<file path="config.mk">
export PLATFORM = sky130hd
export DESIGN_NAME = psg_top
export DESIGN_NICKNAME = d
export VERILOG_FILES = /design/src/hw/psg_pkg.sv /design/src/hw/psg_ifs.sv /design/src/hw/psg_host_regs.sv /design/src/hw/psg_int_ctrl.sv /design/src/hw/psg_noise_lfsr.sv /design/src/hw/psg_timebase.sv /design/src/hw/psg_tone_counter.sv /design/src/hw/psg_top.sv
export SDC_FILE = /design/constraint.sdc
export NUM_CORES = 1
export LEC_CHECK = 0
export ABC_AREA = 1
export BUFFER_PORTS_ARGS = -buffer_cell sky130_fd_sc_hd__buf_4
export CAP_MARGIN = 20
export CORE_UTILIZATION = 60
export DETAILED_ROUTE_END_ITERATION = 16
export PLACE_DENSITY = 0.82
export SYNTH_ARGS = -nofsm -noshare
export SYNTH_HDL_FRONTEND = slang
export SYNTH_SLANG_ARGS = --single-unit
</file>
<file path="constraint.sdc">
create_clock -name CLK -period 2.6 [get_ports CLK]
set_clock_uncertainty 0.1 [all_clocks]
set_input_delay 0.26 -clock CLK [delete_from_list [all_inputs] [get_ports CLK]]
set_output_delay 0.26 -clock CLK [all_outputs]
set_load 0.005 [all_outputs]
</file>
<file path="src/hw/psg_pkg.sv">
////////////////////
// register map, widths and interrupt codes shared by all sound timer units
////////////////////

package psg_pkg;

  // host write port
  localparam int WR_ADDR_W = 2;
  localparam int WR_DATA_W = 10;           // also the DA register width

  localparam logic [WR_ADDR_W-1:0] ADDR_N    = 2'd0;
  localparam logic [WR_ADDR_W-1:0] ADDR_MODE = 2'd1;
  localparam logic [WR_ADDR_W-1:0] ADDR_DA   = 2'd2;

  localparam int N_W    = 8;
  localparam int PCM_W  = 9;
  localparam int PNC1_W = 7;
  localparam int TC_W   = 9;
  localparam int VEC_W  = 8;

  // mode register bits
  localparam int MODE_W          = 6;
  localparam int MODE_TONE_IE    = 0;
  localparam int MODE_NS_IE      = 1;
  localparam int MODE_NSS        = 2;
  localparam int MODE_TIME_IE    = 3;
  localparam int MODE_NS_RATE_LO = 4;
  localparam int MODE_NS_RATE_HI = 5;

  typedef enum logic [2:0] {
    RANGE_00_07,
    RANGE_08_0F,
    RANGE_10_1F,
    RANGE_20_3F,
    RANGE_40_FF
  } tone_range_e;

  // lowest value wins
  typedef enum logic [1:0] {
    IRQ_TONE = 2'd0,
    IRQ_NS   = 2'd1,
    IRQ_TIME = 2'd2
  } irq_id_e;

  localparam logic [VEC_W-1:0] VEC_TONE_BASE = 8'h20;
  localparam logic [VEC_W-1:0] VEC_OFS_10_1F = 8'h04;
  localparam logic [VEC_W-1:0] VEC_OFS_20_3F = 8'h08;
  localparam logic [VEC_W-1:0] VEC_OFS_40_FF = 8'h0c;
  localparam logic [VEC_W-1:0] VEC_NS        = 8'h48;
  localparam logic [VEC_W-1:0] VEC_TIME      = 8'h80;

  localparam int TICK_DIV_DEF = 8;         // CLK per machine tick

endpackage

</file>
<file path="src/hw/psg_ifs.sv">
////////////////////
// control and event bundles passed between the sound timer units
////////////////////

// host register contents, fanned out to every unit
interface psg_ctrl_if;
  logic [psg_pkg::N_W-1:0] n_reload;
  logic                    tone_ie;
  logic                    ns_ie;
  logic                    nss;
  logic                    time_ie;
  logic [1:0]              ns_rate;

  modport regs (
    output n_reload, tone_ie, ns_ie, nss, time_ie, ns_rate
  );
  modport user (
    input n_reload, tone_ie, ns_ie, nss, time_ie, ns_rate
  );
endinterface

// one-CLK event pulses, all aligned to a tick cycle
interface psg_evt_if;
  logic                  tick;
  logic                  time_evt;
  logic                  ns_evt;
  logic                  tone_evt;
  psg_pkg::tone_range_e  tone_range;

  modport time_src (output tick, time_evt, ns_evt);
  modport tone_src (input tick, output tone_evt, tone_range);
  modport sink (
    input tick, time_evt, ns_evt, tone_evt, tone_range
  );
endinterface

</file>
<file path="src/hw/psg_host_regs.sv">
////////////////////
// host write slave with N, mode and DA registers
// also turns DA into the 9-bit two's complement PCM word
////////////////////

module psg_host_regs (
  input  logic                            CLK,
  input  logic                            arst_n,
  input  logic                            wr_req,
  input  logic [psg_pkg::WR_ADDR_W-1:0]   wr_addr,
  input  logic [psg_pkg::WR_DATA_W-1:0]   wr_data,
  output logic                            wr_ack,
  psg_ctrl_if.regs                        ctrl,
  output logic [psg_pkg::PCM_W-1:0]       pcm_out
);

  logic [psg_pkg::N_W-1:0]       n_reg;
  logic [psg_pkg::MODE_W-1:0]    mode_reg;
  logic [psg_pkg::WR_DATA_W-1:0] da_reg;
  logic [psg_pkg::PCM_W-2:0]     sample;

  ////////////////////
  // four-phase write slave
  always_ff @(posedge CLK or negedge arst_n) begin
    if (!arst_n) begin
      wr_ack   <= 1'b0;
      n_reg    <= '0;
      mode_reg <= '0;
      da_reg   <= '0;
    end else if (wr_req && !wr_ack) begin
      wr_ack <= 1'b1;            // data lands on this same edge
      case (wr_addr)
        psg_pkg::ADDR_N:    n_reg    <= wr_data[psg_pkg::N_W-1:0];
        psg_pkg::ADDR_MODE: mode_reg <= wr_data[psg_pkg::MODE_W-1:0];
        psg_pkg::ADDR_DA:   da_reg   <= wr_data;
        default: ;               // address 3 is a no-op
      endcase
    end else if (!wr_req) begin
      wr_ack <= 1'b0;
    end
  end

  assign ctrl.n_reload = n_reg;
  assign ctrl.tone_ie  = mode_reg[psg_pkg::MODE_TONE_IE];
  assign ctrl.ns_ie    = mode_reg[psg_pkg::MODE_NS_IE];
  assign ctrl.nss      = mode_reg[psg_pkg::MODE_NSS];
  assign ctrl.time_ie  = mode_reg[psg_pkg::MODE_TIME_IE];
  assign ctrl.ns_rate  = mode_reg[psg_pkg::MODE_NS_RATE_HI:psg_pkg::MODE_NS_RATE_LO];

  ////////////////////
  // DAC conversion
  // bit 9 inverts the raw sample, bit 8 is the sign
  assign sample  = da_reg[9] ? ~da_reg[7:0] : da_reg[7:0];
  assign pcm_out = {da_reg[8], da_reg[8] ? ~sample : sample};

  // ack only ever answers a request seen on the previous edge
  a_ack_needs_req : assert property (
    @(posedge CLK) disable iff (!arst_n) $rose(wr_ack) |-> $past(wr_req)
  );

endmodule

</file>
<file path="src/hw/psg_int_ctrl.sv">
////////////////////
// fixed-priority interrupt controller with four-phase req/ack
// serves tone, NS and time events and latches the vector
////////////////////

module psg_int_ctrl (
  input  logic                      CLK,
  input  logic                      arst_n,
  psg_ctrl_if.user                  ctrl,
  psg_evt_if.sink                   evt,
  output logic                      int_req,
  input  logic                      int_ack,
  output logic [psg_pkg::VEC_W-1:0] int_vec
);

  localparam int NUM_IRQ = 3;

  logic [NUM_IRQ-1:0]        set_pend;
  logic [NUM_IRQ-1:0]        pend;
  logic [NUM_IRQ-1:0]        active;
  logic [NUM_IRQ-1:0]        grant;
  logic [psg_pkg::VEC_W-1:0] tone_ofs;
  logic [psg_pkg::VEC_W-1:0] vec_nxt;

  assign set_pend[psg_pkg::IRQ_TONE] = evt.tone_evt & ctrl.tone_ie;
  assign set_pend[psg_pkg::IRQ_NS]   = evt.ns_evt & ctrl.ns_ie;
  assign set_pend[psg_pkg::IRQ_TIME] = evt.time_evt & ctrl.time_ie;

  ////////////////////
  // priority pick
  always_comb begin
    grant = '0;
    if (active == '0 && !int_ack) begin
      if (pend[psg_pkg::IRQ_TONE])      grant[psg_pkg::IRQ_TONE] = 1'b1;
      else if (pend[psg_pkg::IRQ_NS])   grant[psg_pkg::IRQ_NS]   = 1'b1;
      else if (pend[psg_pkg::IRQ_TIME]) grant[psg_pkg::IRQ_TIME] = 1'b1;
    end
  end

  always_comb begin
    case (evt.tone_range)
      psg_pkg::RANGE_10_1F: tone_ofs = psg_pkg::VEC_OFS_10_1F;
      psg_pkg::RANGE_20_3F: tone_ofs = psg_pkg::VEC_OFS_20_3F;
      psg_pkg::RANGE_40_FF: tone_ofs = psg_pkg::VEC_OFS_40_FF;
      default:              tone_ofs = '0;
    endcase
  end

  always_comb begin
    if (grant[psg_pkg::IRQ_TONE])    vec_nxt = psg_pkg::VEC_TONE_BASE | tone_ofs;
    else if (grant[psg_pkg::IRQ_NS]) vec_nxt = psg_pkg::VEC_NS;
    else                             vec_nxt = psg_pkg::VEC_TIME;
  end

  ////////////////////
  // pending and active state
  always_ff @(posedge CLK or negedge arst_n) begin
    if (!arst_n) begin
      pend    <= '0;
      active  <= '0;
      int_vec <= '0;
    end else begin
      // the active source swallows its own new events
      pend   <= (pend | (set_pend & ~active)) & ~grant;
      active <= int_ack ? '0 : (active | grant);
      if (|grant)
        int_vec <= vec_nxt;      // tone offset frozen here
    end
  end

  assign int_req = |active;

  a_one_active : assert property (
    @(posedge CLK) disable iff (!arst_n) $onehot0(active)
  );

  // host handshake must complete before the next request
  a_no_req_in_ack : assert property (
    @(posedge CLK) disable iff (!arst_n) $rose(int_req) |-> !$past(int_ack)
  );

endmodule

</file>
<file path="src/hw/psg_noise_lfsr.sv">
////////////////////
// PNC1/PNC2 noise shift registers, stepped once per NS event
////////////////////

module psg_noise_lfsr (
  input  logic                       CLK,
  input  logic                       arst_n,
  psg_ctrl_if.user                   ctrl,
  input  logic                       ns_evt,
  output logic [psg_pkg::PNC1_W-1:0] pnc_out,
  output logic                       noise_sign
);

  logic [psg_pkg::PNC1_W-1:0] pnc1;
  logic [2:0]                 pnc2;

  always_ff @(posedge CLK or negedge arst_n) begin
    if (!arst_n) begin
      pnc1 <= '0;
      pnc2 <= '0;
    end else if (ns_evt) begin
      pnc1 <= {pnc1[5:0], ~(pnc1[5] ^ pnc1[6])};
      // nss set gives a plain toggle chain
      pnc2 <= {pnc2[1:0], ~(ctrl.nss ? pnc2[0] : (pnc2[1] ^ noise_sign))};
    end
  end

  assign pnc_out    = pnc1;
  assign noise_sign = ctrl.nss & pnc2[2];   // drops at once when nss clears

endmodule

</file>
<file path="src/hw/psg_timebase.sv">
////////////////////
// machine tick divider and free-running timer counter
// raises the time and NS events on falling counter bits
////////////////////

module psg_timebase #(
  parameter int TICK_DIV = psg_pkg::TICK_DIV_DEF
) (
  input  logic        CLK,
  input  logic        arst_n,
  psg_ctrl_if.user    ctrl,
  psg_evt_if.time_src evt
);

  localparam int DIV_W = $clog2(TICK_DIV);

  logic [DIV_W-1:0]         div_cnt;
  logic [psg_pkg::TC_W-1:0] tc;
  logic [psg_pkg::TC_W-1:0] tc_nxt;
  logic                     ns_bit_now;
  logic                     ns_bit_nxt;

  assign evt.tick = (div_cnt == DIV_W'(TICK_DIV - 1));
  assign tc_nxt   = tc + 1'b1;

  always_ff @(posedge CLK or negedge arst_n) begin
    if (!arst_n) begin
      div_cnt <= '0;
      tc      <= '0;
    end else if (evt.tick) begin
      div_cnt <= '0;
      tc      <= tc_nxt;
    end else begin
      div_cnt <= div_cnt + 1'b1;
    end
  end

  // ns_rate picks the TC bit, slowest first
  always_comb begin
    case (ctrl.ns_rate)
      2'd0: begin ns_bit_now = tc[8]; ns_bit_nxt = tc_nxt[8]; end
      2'd1: begin ns_bit_now = tc[7]; ns_bit_nxt = tc_nxt[7]; end
      2'd2: begin ns_bit_now = tc[5]; ns_bit_nxt = tc_nxt[5]; end
      default: begin ns_bit_now = tc[4]; ns_bit_nxt = tc_nxt[4]; end
    endcase
  end

  // fall seen as the counter steps, so pulses sit in the tick cycle
  assign evt.time_evt = evt.tick & tc[psg_pkg::TC_W-1] & ~tc_nxt[psg_pkg::TC_W-1];
  assign evt.ns_evt   = evt.tick & ns_bit_now & ~ns_bit_nxt;

endmodule

</file>
<file path="src/hw/psg_tone_counter.sv">
////////////////////
// N reload down-counter and tone event source
////////////////////

module psg_tone_counter (
  input  logic        CLK,
  input  logic        arst_n,
  psg_ctrl_if.user    ctrl,
  psg_evt_if.tone_src evt
);

  logic [psg_pkg::N_W-1:0] nc;         // down-counter
  logic [2:0]              nuc;        // reload count
  logic                    reload;
  logic                    reload_d;
  logic                    cond;
  logic                    cond_d;
  psg_pkg::tone_range_e    range;

  assign reload = (nc == psg_pkg::N_W'(1));

  always_ff @(posedge CLK or negedge arst_n) begin
    if (!arst_n) begin
      nc       <= '0;
      nuc      <= '0;
      reload_d <= 1'b0;
      cond_d   <= 1'b0;
    end else if (evt.tick) begin
      nc       <= reload ? ctrl.n_reload : nc - 1'b1;
      reload_d <= reload;
      if (reload_d)
        nuc <= nuc + 1'b1;
      cond_d   <= cond;
    end
  end

  ////////////////////
  // range of N decides which signal drives the tone
  always_comb begin
    if (ctrl.n_reload < 8'h08)      range = psg_pkg::RANGE_00_07;
    else if (ctrl.n_reload < 8'h10) range = psg_pkg::RANGE_08_0F;
    else if (ctrl.n_reload < 8'h20) range = psg_pkg::RANGE_10_1F;
    else if (ctrl.n_reload < 8'h40) range = psg_pkg::RANGE_20_3F;
    else                            range = psg_pkg::RANGE_40_FF;
  end

  always_comb begin
    case (range)
      psg_pkg::RANGE_08_0F: cond = nuc[2];
      psg_pkg::RANGE_10_1F: cond = nuc[1];
      psg_pkg::RANGE_20_3F: cond = nuc[0];
      psg_pkg::RANGE_40_FF: cond = reload_d;
      default:              cond = 1'b0;  // short N stays silent
    endcase
  end

  assign evt.tone_range = range;
  assign evt.tone_evt   = evt.tick & cond_d & ~cond;   // falling edge

  // counting and edge detection rely on one-CLK ticks from the timebase
  a_tick_single : assert property (
    @(posedge CLK) disable iff (!arst_n) evt.tick |=> !evt.tick
  );

endmodule

</file>
<file path="src/hw/psg_top.sv">
////////////////////
// sound timer peripherals behind a host register port
////////////////////

module psg_top #(
  parameter int TICK_DIV = psg_pkg::TICK_DIV_DEF
) (
  input  logic                          CLK,
  input  logic                          arst_n,
  input  logic                          wr_req,
  input  logic [psg_pkg::WR_ADDR_W-1:0] wr_addr,
  input  logic [psg_pkg::WR_DATA_W-1:0] wr_data,
  output logic                          wr_ack,
  output logic                          int_req,
  input  logic                          int_ack,
  output logic [psg_pkg::VEC_W-1:0]     int_vec,
  output logic [psg_pkg::PCM_W-1:0]     pcm_out,
  output logic [psg_pkg::PNC1_W-1:0]    pnc_out,
  output logic                          noise_sign
);

  psg_ctrl_if ctrl_if ();
  psg_evt_if  evt_if ();

  psg_host_regs u_host_regs (
    .CLK     (CLK),
    .arst_n  (arst_n),
    .wr_req  (wr_req),
    .wr_addr (wr_addr),
    .wr_data (wr_data),
    .wr_ack  (wr_ack),
    .ctrl    (ctrl_if.regs),
    .pcm_out (pcm_out)
  );

  psg_timebase #(
    .TICK_DIV (TICK_DIV)
  ) u_timebase (
    .CLK    (CLK),
    .arst_n (arst_n),
    .ctrl   (ctrl_if.user),
    .evt    (evt_if.time_src)
  );

  psg_tone_counter u_tone_counter (
    .CLK    (CLK),
    .arst_n (arst_n),
    .ctrl   (ctrl_if.user),
    .evt    (evt_if.tone_src)
  );

  psg_noise_lfsr u_noise_lfsr (
    .CLK        (CLK),
    .arst_n     (arst_n),
    .ctrl       (ctrl_if.user),
    .ns_evt     (evt_if.ns_evt),
    .pnc_out    (pnc_out),
    .noise_sign (noise_sign)
  );

  psg_int_ctrl u_int_ctrl (
    .CLK     (CLK),
    .arst_n  (arst_n),
    .ctrl    (ctrl_if.user),
    .evt     (evt_if.sink),
    .int_req (int_req),
    .int_ack (int_ack),
    .int_vec (int_vec)
  );

endmodule

</file>
==> summary.txt, run 1 <==
RUN STATUS
--------------------------------------------------------------------------------
Status ............................................................ finished clean

MIN PATH
--------------------------------------------------------------------------------
Worst Hold Class ..................................................       in2reg
Worst hold start ..................................................   wr_data[9]
Min-Delay Endpoint ................................................ u_host_regs.da_reg[9]$_DFFE_PN0P_
Worst hold path stage count .......................................            2

SYNTHESIS
--------------------------------------------------------------------------------
Synth cell types ..................................................           32
Average cell area after synthesis .................................    8.73 um^2
Post-synthesis compound-gate area fraction ........................        0.126
Simple-gate area share of the yosys netlist .......................        0.187
Combinational family with the most area after synthesis ........... simple AND/OR/NAND/NOR gates
Post-synthesis mux area share .....................................      0.00323
Synth Instances ...................................................          400
Sequential share of the synthesized area ..........................        0.509
XOR/XNOR share of the synthesized area ............................       0.0602
Adder-cell share of the synthesized area ..........................       0.0215
Netlist area before placement ..................................... 0.00349 mm^2
Synthesis warning total ...........................................            0
Number of register bits inferred by synthesis .....................           71

DRT
--------------------------------------------------------------------------------
Length of the first detailed-routing pass in iterations ...........            4
Total wire length after detailed routing ..........................      6.82 mm
Ratio of routed vias to standard cells ............................         5.21
Average detailed-routed wire length per instance ..................      13.2 um
Antenna violation net count after detailed routing ................            0
DR DRC count ......................................................            0
Routed via count ..................................................         2694
DRC violation total after the first TritonRoute iteration .........          173

CLOCK TREE
--------------------------------------------------------------------------------
Num Clock Sinks ...................................................           71
Master cell of the clock root buffer .............................. sky130_fd_sc_hd__clkbuf_8
Clk Latency, worst-skew pair ......................................       340 ps
Clock slew at reported path FFs ...................................        70 ps
Setup Fix Bufs, Post-CTS ..........................................            0
Cts bufs inserted .................................................            9
H-tree depth ......................................................            3
Clock tree from TritonCTS .........................................          yes
Maximum buffer depth of the clock tree ............................            2

WORST SETUP PATH
--------------------------------------------------------------------------------
Critical path type ................................................      reg2reg
Setup slack of the worst register-to-register path ................       400 ps
Data required time of the critical path ...........................      2710 ps
Maximum fanout along the worst path ...............................           20
Worst flop-to-flop path endpoint .................................. u_noise_lfsr.pnc_out[2]$_DFFE_PN0N_
Source of the worst register-to-register timing path .............. u_timebase.tc[0]$_DFFE_PN0P_
Signal arrival time at the worst endpoint .........................      2310 ps
Number of cells on the worst reg-to-reg path ......................           11
Startpoint type of the worst setup path ...........................         flop
Crit. End Element .................................................         flop

STA
--------------------------------------------------------------------------------
Sum Neg Setup Slack ...............................................         0 ps
Share of the clock period used by the worst path ..................        0.846
Hold Vio Cnt, Final ...............................................            0
Unrepaired setup endpoints after global routing ...................           no
Peak clock frequency supported by timing ..........................    0.455 GHz
Final worst path period need ......................................      2200 ps
Least-Margin Pin Slew .............................................       886 ps
Final slew viol count .............................................            0
Worst max-slew margin expressed relative to the limit .............        0.409
Final setup violation count .......................................            0

PWR
--------------------------------------------------------------------------------
Max VDD drop ......................................................       510 uV
Power density relative to cell area ...............................  640 mW/mm^2
Leakage power .....................................................      1.97 nW

FLOORPLANNING
--------------------------------------------------------------------------------
Starting utilization of the core area .............................        0.630
Width of the die ..................................................      78.3 um
Core region area .................................................. 0.00554 mm^2
DIE AREA .......................................................... 0.00613 mm^2
Num ports .........................................................           43
Floorplan row count ...............................................           27
Die height ........................................................      78.3 um

GRT
--------------------------------------------------------------------------------
Global-route congestion overflow total ............................            0
Vias in the first global route ....................................         2526
Overall track demand over capacity in global routing ..............        0.247
Number of antenna violations at the first check in global routing .            0
Largest net degree at the start of global routing .................           72
Wire length of the first global-routing pass ......................      11.5 mm

FINAL LAYOUT
--------------------------------------------------------------------------------
Diode count .......................................................            0
Number of flip-flops under the largest register name ..............           10
Layout cells sized above 1 ........................................        0.189
Post-route standard cell area excluding fillers ................... 0.00399 mm^2
Nets@finish .......................................................          463
Synthesis-to-finish area growth ...................................        14.2%

JOB
--------------------------------------------------------------------------------
Count of max-cap constraint violations ............................            0

PLACEMENT
--------------------------------------------------------------------------------
Routability cong. .................................................        0.815
HPWL after detailed placement .....................................      4.81 mm
Port Buffers ......................................................           39
Dpl cell area ..................................................... 0.00380 mm^2

[routing by layer]
layer,vias to the layer above,global-route usage,share of wire,wire [um]
met5,-,0,0,0
met4,0,0.107,0.016,106
met3,11,0.0384,0.034,232
met2,58,0.406,0.49,3380
met1,1282,0.324,0.46,3110
li1,1343,-,-,-
[what timing repair did]
item / in CTS / in global routing
hold buffers: 3 / 0
hold endpoints to repair: 73 / 0
resized for setup: 0 / 0
[synth_stat cells, drive strengths merged]
library cell / number / area [um^2]
o211ai: 3 / 22.5
o221ai: 1 / 8.76
inv: 59 / 221
nand4: 3 / 18.8
a31oi: 1 / 6.26
xor2: 14 / 123
o21a: 2 / 15.0
buf: 8 / 68.8
nand3: 22 / 125
nor2: 31 / 131
dfrtp: 71 / 1780
a21oi: 11 / 55.1
ha: 6 / 75.1
xnor2: 10 / 87.6
mux2: 1 / 11.3
nor3: 4 / 20.0
conb: 1 / 3.75
nand2: 84 / 345
clkbuf: 8 / 30.0
o22ai: 2 / 12.5
or2: 1 / 6.26
a211oi: 1 / 7.51
nor4: 1 / 6.26
o21ai: 55 / 313
[cell type report]
cell class,instances,area [um^2]
Sequential cell,71,1780
Fill cell,432,1560
Clock buffer,14,153
Clock inverter,1,5.00
Timing Repair Buffer,44,338
Tap cell,72,90.1
Multi-Input combinational cell,256,1400
Inverter,59,221
[where the power goes]
group | switching (mW) | internal (mW) | total (mW)
combinational | 0.245 | 0.264 | 0.509
sequential | 0.0904 | 1.21 | 1.30
clock | 0.371 | 0.367 | 0.739
total | 0.707 | 1.84 | 2.55
[how the worst max path moves through the flow]
stage,start,end,slack [ps],depth (start not counted)
2_1_floorplan,u_timebase.div_cnt[0]$_DFF_PN0_,u_tone_counter.nc[0]$_DFFE_PN0P_,900,7
3_3_place_gp,u_timebase.tc[0]$_DFFE_PN0P_,u_noise_lfsr.pnc_out[5]$_DFFE_PN0N_,520,11
3_5_place_dp,u_timebase.tc[0]$_DFFE_PN0P_,u_noise_lfsr.pnc_out[2]$_DFFE_PN0N_,420,11
4_1_cts,u_timebase.tc[0]$_DFFE_PN0P_,u_noise_lfsr.pnc_out[2]$_DFFE_PN0N_,400,11
5_1_grt,u_timebase.tc[0]$_DFFE_PN0P_,u_noise_lfsr.pnc_out[2]$_DFFE_PN0N_,210,10
6_report,u_timebase.tc[0]$_DFFE_PN0P_,u_noise_lfsr.pnc_out[2]$_DFFE_PN0N_,400,11
[kinds of logic after synthesis]
logic type	count (synthesis)
adder cells (fa/ha/maj)	6
flip-flops	71
multiplexers	1
other	1
AND/OR/NAND/NOR	146
buffers and inverters	75
XOR/XNOR	24
AO/OA/AOI/OAI	76
[through the flow]
step | hold WS (ps) | cells | total power [mW] | util | setup slack, ps
after global placement | 279 | 499 | 1.81 | 0.685 | 517
after global routing | 46.6 | 517 | 2.67 | 0.719 | 209
after detailed placement | 281 | 499 | 1.83 | 0.685 | 422
after floorplan | -136 | 402 | 1.57 | - | 902
after CTS | 45.2 | 517 | 2.56 | 0.719 | 398
final | 54.7 | 517 | 2.55 | 0.719 | 400
[worst max-delay path, stage by stage, from the launching register on]
cell	delay, ps
sky130_fd_sc_hd__dfrtp_1	420
sky130_fd_sc_hd__ha_1	220
sky130_fd_sc_hd__nand3_1	130
sky130_fd_sc_hd__inv_1	80
sky130_fd_sc_hd__nand2_1	60
sky130_fd_sc_hd__nand2_1	50
sky130_fd_sc_hd__nand2_1	90
sky130_fd_sc_hd__nor2_2	60
sky130_fd_sc_hd__nor2_4	100
sky130_fd_sc_hd__nand3_2	460
sky130_fd_sc_hd__nand2_2	230
sky130_fd_sc_hd__o21ai_2	70
[cell usage in the layout (no fill, tap or decap), drive strengths merged]
cell         count
o22ai            2
nand2           84
nand3           22
dlygate4sd3      3
o221ai           1
nor4             1
xor2            14
clkinv           1
dfrtp           71
inv             59
o211ai           3
conb             3
a211oi           1
clkbuf          14
xnor2           10
a21oi           11
buf             41
mux2             1
o21a             2
a31oi            1
nor3             4
or2              1
o21ai           55
ha               6
nand4            3
nor2            31
Power figures use the tool's default switching activity.
==> inputs of run 2 (changes only) <==
--- a/config.mk
+++ b/config.mk
@@ -5,12 +5,12 @@
 export SDC_FILE = /design/constraint.sdc
 export NUM_CORES = 1
 export LEC_CHECK = 0
-export ABC_AREA = 1
+export ABC_AREA = 0
 export BUFFER_PORTS_ARGS = -buffer_cell sky130_fd_sc_hd__buf_4
 export CAP_MARGIN = 20
-export CORE_UTILIZATION = 60
+export CORE_UTILIZATION = 52
 export DETAILED_ROUTE_END_ITERATION = 16
-export PLACE_DENSITY = 0.82
+export PLACE_DENSITY = 0.76
 export SYNTH_ARGS = -nofsm -noshare
 export SYNTH_HDL_FRONTEND = slang
 export SYNTH_SLANG_ARGS = --single-unit
==> constraint.sdc (replaced) <==
create_clock -name CLK -period 2 [get_ports CLK]
set_clock_uncertainty 0.1 [all_clocks]
set_input_delay 0.2 -clock CLK [delete_from_list [all_inputs] [get_ports CLK]]
set_output_delay 0.2 -clock CLK [all_outputs]
set_load 0.005 [all_outputs]
==> summary.txt, run 2 <==
SYNTHESIS
--------------------------------------------------------------------------------
Post-synthesis mux area share .....................................        0.137   was 0.00323
Adder-cell share of the synthesized area ..........................       0.0229   was 0.0215
Leading area contributor after synthesis .......................... sky130_fd_sc_hd__dfrtp_1   unchanged
Most numerous cell types in the synthesized netlist ............... 71 x sky130_fd_sc_hd__dfrtp_1, 26 x sky130_fd_sc_hd__mux2_2, 26 x sky130_fd_sc_hd__nand2_1   was 72 x sky130_fd_sc_hd__nand2_1, 71 x sky130_fd_sc_hd__dfrtp_1, 58 x sky130_fd_sc_hd__inv_1
Top-count cell post-synth ......................................... sky130_fd_sc_hd__dfrtp_1   was sky130_fd_sc_hd__nand2_1
Sequential share of the synthesized area ..........................        0.542   was 0.509
EDFF count, synth .................................................            0   unchanged
Average cell area after synthesis .................................    11.7 um^2   was 8.73 um^2
Simple-gate area share of the yosys netlist .......................        0.107   was 0.187
XOR/XNOR share of the synthesized area ............................       0.0561   was 0.0602
Synth cell types ..................................................           45   was 32
Share of the synthesized area in the top cell type ................        0.542   was 0.509
Netlist area before placement ..................................... 0.00328 mm^2   was 0.00349 mm^2
Top cells by area in the synthesized netlist ...................... sky130_fd_sc_hd__dfrtp_1 54%, sky130_fd_sc_hd__mux2_2 8.9%, sky130_fd_sc_hd__xnor2_1 4.3%   was sky130_fd_sc_hd__dfrtp_1 51%, sky130_fd_sc_hd__nand2_1 7.7%, sky130_fd_sc_hd__o21ai_0 6.5%
Synthesis warning total ...........................................            0   unchanged
Share of synthesized registers carrying an async set or reset .....         1.00   unchanged
Post-synthesis compound-gate area fraction ........................        0.103   was 0.126
Number of register bits inferred by synthesis .....................           71   unchanged
Leading register cell type out of synthesis ....................... sky130_fd_sc_hd__dfrtp_1   unchanged
Combinational family with the most area after synthesis ........... multiplexers   was simple AND/OR/NAND/NOR gates
Synth Instances ...................................................          280   was 400

CLOCK TREE
--------------------------------------------------------------------------------
Cts bufs inserted .................................................            9   unchanged
Clock tree from TritonCTS .........................................          yes   unchanged
Maximum buffer depth of the clock tree ............................            2   unchanged
Master cell of the clock root buffer .............................. sky130_fd_sc_hd__clkbuf_8   unchanged
Clk Latency, worst-skew pair ......................................       350 ps   was 340 ps
H-tree depth ......................................................            3   unchanged
Num Clock Sinks ...................................................           71   unchanged
Clock slew at reported path FFs ...................................        70 ps   about the same

STA
--------------------------------------------------------------------------------
Peak clock frequency supported by timing ..........................    0.471 GHz   was 0.455 GHz
Final setup violation count .......................................           10   was 0
Hold Vio Cnt, Final ...............................................            0   unchanged
Share of the clock period used by the worst path ..................         1.06   was 0.846
Final slew viol count .............................................            0   unchanged
Final worst path period need ......................................      2120 ps   was 2200 ps
Final worst slack .................................................      -123 ps   was 400 ps
Unrepaired setup endpoints after global routing ...................          yes   was no

MIN PATH
--------------------------------------------------------------------------------
Worst Hold Class ..................................................       in2reg   unchanged
Worst hold path stage count .......................................            2   unchanged
Min-Delay Endpoint ................................................ u_host_regs.ctrl.n_reload[2]$_DFFE_PN0P_   was u_host_regs.da_reg[9]$_DFFE_PN0P_
Worst hold start ..................................................   wr_data[2]   was wr_data[9]

WORST SETUP PATH
--------------------------------------------------------------------------------
Worst flop-to-flop path endpoint .................................. u_noise_lfsr.pnc_out[4]$_DFFE_PN0N_   was u_noise_lfsr.pnc_out[2]$_DFFE_PN0N_
CP max stage delay ................................................       370 ps   was 460 ps
Maximum fanout along the worst path ...............................           11   was 20
Number of cells on the worst reg-to-reg path ......................            8   was 11
Setup slack of the worst register-to-register path ................      -120 ps   was 400 ps
Source of the worst register-to-register timing path .............. u_timebase.div_cnt[0]$_DFF_PN0_   was u_timebase.tc[0]$_DFFE_PN0P_
Startpoint type of the worst setup path ...........................         flop   unchanged
Crit. End Element .................................................         flop   unchanged
Critical path type ................................................      reg2reg   unchanged
Signal arrival time at the worst endpoint .........................      2250 ps   was 2310 ps
Critical-path cell list ........................................... ha_2 > ha_4 > nand4_1 > nor3_2 > a31oi_1 > a221oi_2 > buf_12 > mux2_4   was ha_1 > nand3_1 > inv_1 > nand2_1 > nand2_1 > nand2_1 > nor2_2 > nor2_4 > nand3_2 > nand2_2 > o21ai_2
Worst-path cell with the longest stage delay ...................... sky130_fd_sc_hd__dfrtp_1   was sky130_fd_sc_hd__nand3_2
Data required time of the critical path ...........................      2130 ps   was 2710 ps

DRT
--------------------------------------------------------------------------------
Ratio of routed vias to standard cells ............................         5.53   was 5.21
DR DRC count ......................................................            0   unchanged
Routed via count ..................................................         2365   was 2694
Antenna violation net count after detailed routing ................            0   unchanged
DRC violation total after the first TritonRoute iteration .........          148   was 173
Average detailed-routed wire length per instance ..................      14.9 um   was 13.2 um
Total wire length after detailed routing ..........................      6.36 mm   was 6.82 mm
Length of the first detailed-routing pass in iterations ...........            4   unchanged

FINAL LAYOUT
--------------------------------------------------------------------------------
Post-route standard cell area excluding fillers ................... 0.00412 mm^2   was 0.00399 mm^2
Layout cells sized above 1 ........................................        0.337   was 0.189
Diode count .......................................................            0   unchanged
Number of flip-flops under the largest register name ..............           10   unchanged
Commonest non-fill, non-tap cells in the layout ................... 71 x sky130_fd_sc_hd__dfrtp_1, 58 x sky130_fd_sc_hd__buf_4, 26 x sky130_fd_sc_hd__nand2_1, 25 x sky130_fd_sc_hd__mux2_2, 19 x sky130_fd_sc_hd__a21oi_1   was 72 x sky130_fd_sc_hd__nand2_1, 71 x sky130_fd_sc_hd__dfrtp_1, 58 x sky130_fd_sc_hd__inv_1, 45 x sky130_fd_sc_hd__o21ai_0, 41 x sky130_fd_sc_hd__buf_4
Nets@finish .......................................................          370   was 463
Share of the core filled with cells ...............................        0.687   was 0.719
Most common library cell in the layout ignoring fill and taps ..... sky130_fd_sc_hd__dfrtp_1   was sky130_fd_sc_hd__nand2_1
Synthesis-to-finish area growth ...................................        25.5%   was 14.2%

RUN STATUS
--------------------------------------------------------------------------------
Violated checks ................................................... negative setup slack
Status ............................................................ finished, violations left   was finished clean

PWR
--------------------------------------------------------------------------------
Leakage power .....................................................      1.86 nW   was 1.97 nW
Power density relative to cell area ...............................  936 mW/mm^2   was 640 mW/mm^2
Max VDD drop ......................................................       749 uV   was 510 uV

GRT
--------------------------------------------------------------------------------
Overall track demand over capacity in global routing ..............        0.215   was 0.247
Wire length of the first global-routing pass ......................      10.4 mm   was 11.5 mm
Number of antenna violations at the first check in global routing .            0   unchanged
Largest net degree at the start of global routing .................           54   was 72
Global-route congestion overflow total ............................            0   unchanged
Vias in the first global route ....................................         2218   was 2526

PLACEMENT
--------------------------------------------------------------------------------
Pre-CTS WS ........................................................      -136 ps   was 422 ps
Dpl cell area ..................................................... 0.00379 mm^2   was 0.00380 mm^2
Port Buffers ......................................................           39   unchanged
HPWL after detailed placement .....................................      4.45 mm   was 4.81 mm
Routability cong. .................................................        0.813   was 0.815

FLOORPLANNING
--------------------------------------------------------------------------------
DIE AREA .......................................................... 0.00663 mm^2   was 0.00613 mm^2
Starting utilization of the core area .............................        0.547   was 0.630
Width of the die ..................................................      81.4 um   was 78.3 um
Core region area .................................................. 0.00599 mm^2   was 0.00554 mm^2
Die height ........................................................      81.4 um   was 78.3 um
Num ports .........................................................           43   unchanged
Floorplan row count ...............................................           28   was 27

JOB
--------------------------------------------------------------------------------
Count of max-cap constraint violations ............................            0   unchanged

-- run 2: cell count changes after synthesis, moves of 10 or more --
cell / change
sky130_fd_sc_hd__inv_1: -51
sky130_fd_sc_hd__o21ai_2: -10
sky130_fd_sc_hd__mux2_2: +25
sky130_fd_sc_hd__nor2_1: -15
sky130_fd_sc_hd__nand2_2: -12
sky130_fd_sc_hd__nand3_1: -16
sky130_fd_sc_hd__nand2_1: -46
sky130_fd_sc_hd__o21ai_0: -32
-- run 2: final cells by class --
| cell class | count | area (um^2) |
|---|---|---|
| Multi-Input combinational cell | 190 | 1440 |
| Tap cell | 75 | 93.8 |
| Fill cell | 429 | 1880 |
| Clock inverter | 6 | 85.1 |
| Timing Repair Buffer | 69 | 566 |
| Sequential cell | 71 | 1780 |
| Inverter | 7 | 26.3 |
| Clock buffer | 10 | 128 |
-- run 2: cell families after synthesis --
kind of cell,count (synthesis)
mux,37
flops,71
xor+xnor,21
fa+ha+maj,6
simple gates,69
compound gates,54
other cells,1
buf+inv,21
-- run 2: worst max-delay path by stage --
stage,depth (start not counted),from,slack (ps),to
finish,8,u_timebase.div_cnt[0]$_DFF_PN0_,-120,u_noise_lfsr.pnc_out[4]$_DFFE_PN0N_
global route,8,u_timebase.div_cnt[0]$_DFF_PN0_,-220,u_noise_lfsr.pnc_out[4]$_DFFE_PN0N_
CTS,8,u_timebase.div_cnt[0]$_DFF_PN0_,-130,u_noise_lfsr.pnc_out[4]$_DFFE_PN0N_
detailed placement,8,u_timebase.div_cnt[0]$_DFF_PN0_,-140,u_noise_lfsr.pnc_out[6]$_DFFE_PN0N_
global placement,7,u_timebase.div_cnt[0]$_DFF_PN0_,-50,u_noise_lfsr.pnc_out[6]$_DFFE_PN0N_
floorplan,8,u_timebase.div_cnt[0]$_DFF_PN0_,-80,u_noise_lfsr.pnc2[0]$_DFFE_PN0N_
-- run 2: metal layers --
layer | vias up | global-route usage | wire, um
met4 | 0 | 0.0536 | 55
met1 | 1179 | 0.274 | 2860
met5 | - | 0 | 0
met2 | 63 | 0.348 | 3120
met3 | 5 | 0.0742 | 321
li1 | 1118 | - | -
-- run 2: power breakdown --
group	switching, mW	total (mW)	internal, mW
Clock	0.529	1.23	0.698
Combinational	0.307	0.834	0.526
Sequential	0.172	1.79	1.62
-- run 2: critical path, delay by kind of cell, from the launching register on --
kind | cells | cell delay [ps]
mux | 1 | 310
buf+inv | 1 | 190
simple gates | 2 | 330
fa+ha+maj | 2 | 330
compound gates | 2 | 380
flops | 1 | 370
-- run 2: what timing repair did --
item,CTS,global route
endpoints found under the setup margin,10,16
hold buffers,9,0
endpoints found under the hold margin,83,0
pin swaps,0,0
gates cloned,0,0
setup buffers,0,1
gates resized for setup,1,1
-- run 2: through the flow --
stage	cells	total power [mW]	hold WS (ps)	TNS [ps]
6_report	428	3.85	16.8	-1060
5_1_grt	428	4.04	2.31	-2140
4_1_cts	427	3.87	2.80	-1100
3_5_place_dp	402	2.63	-3.12	-990
3_3_place_gp	402	2.61	-6.79	-258
2_1_floorplan	282	2.21	-196	-704
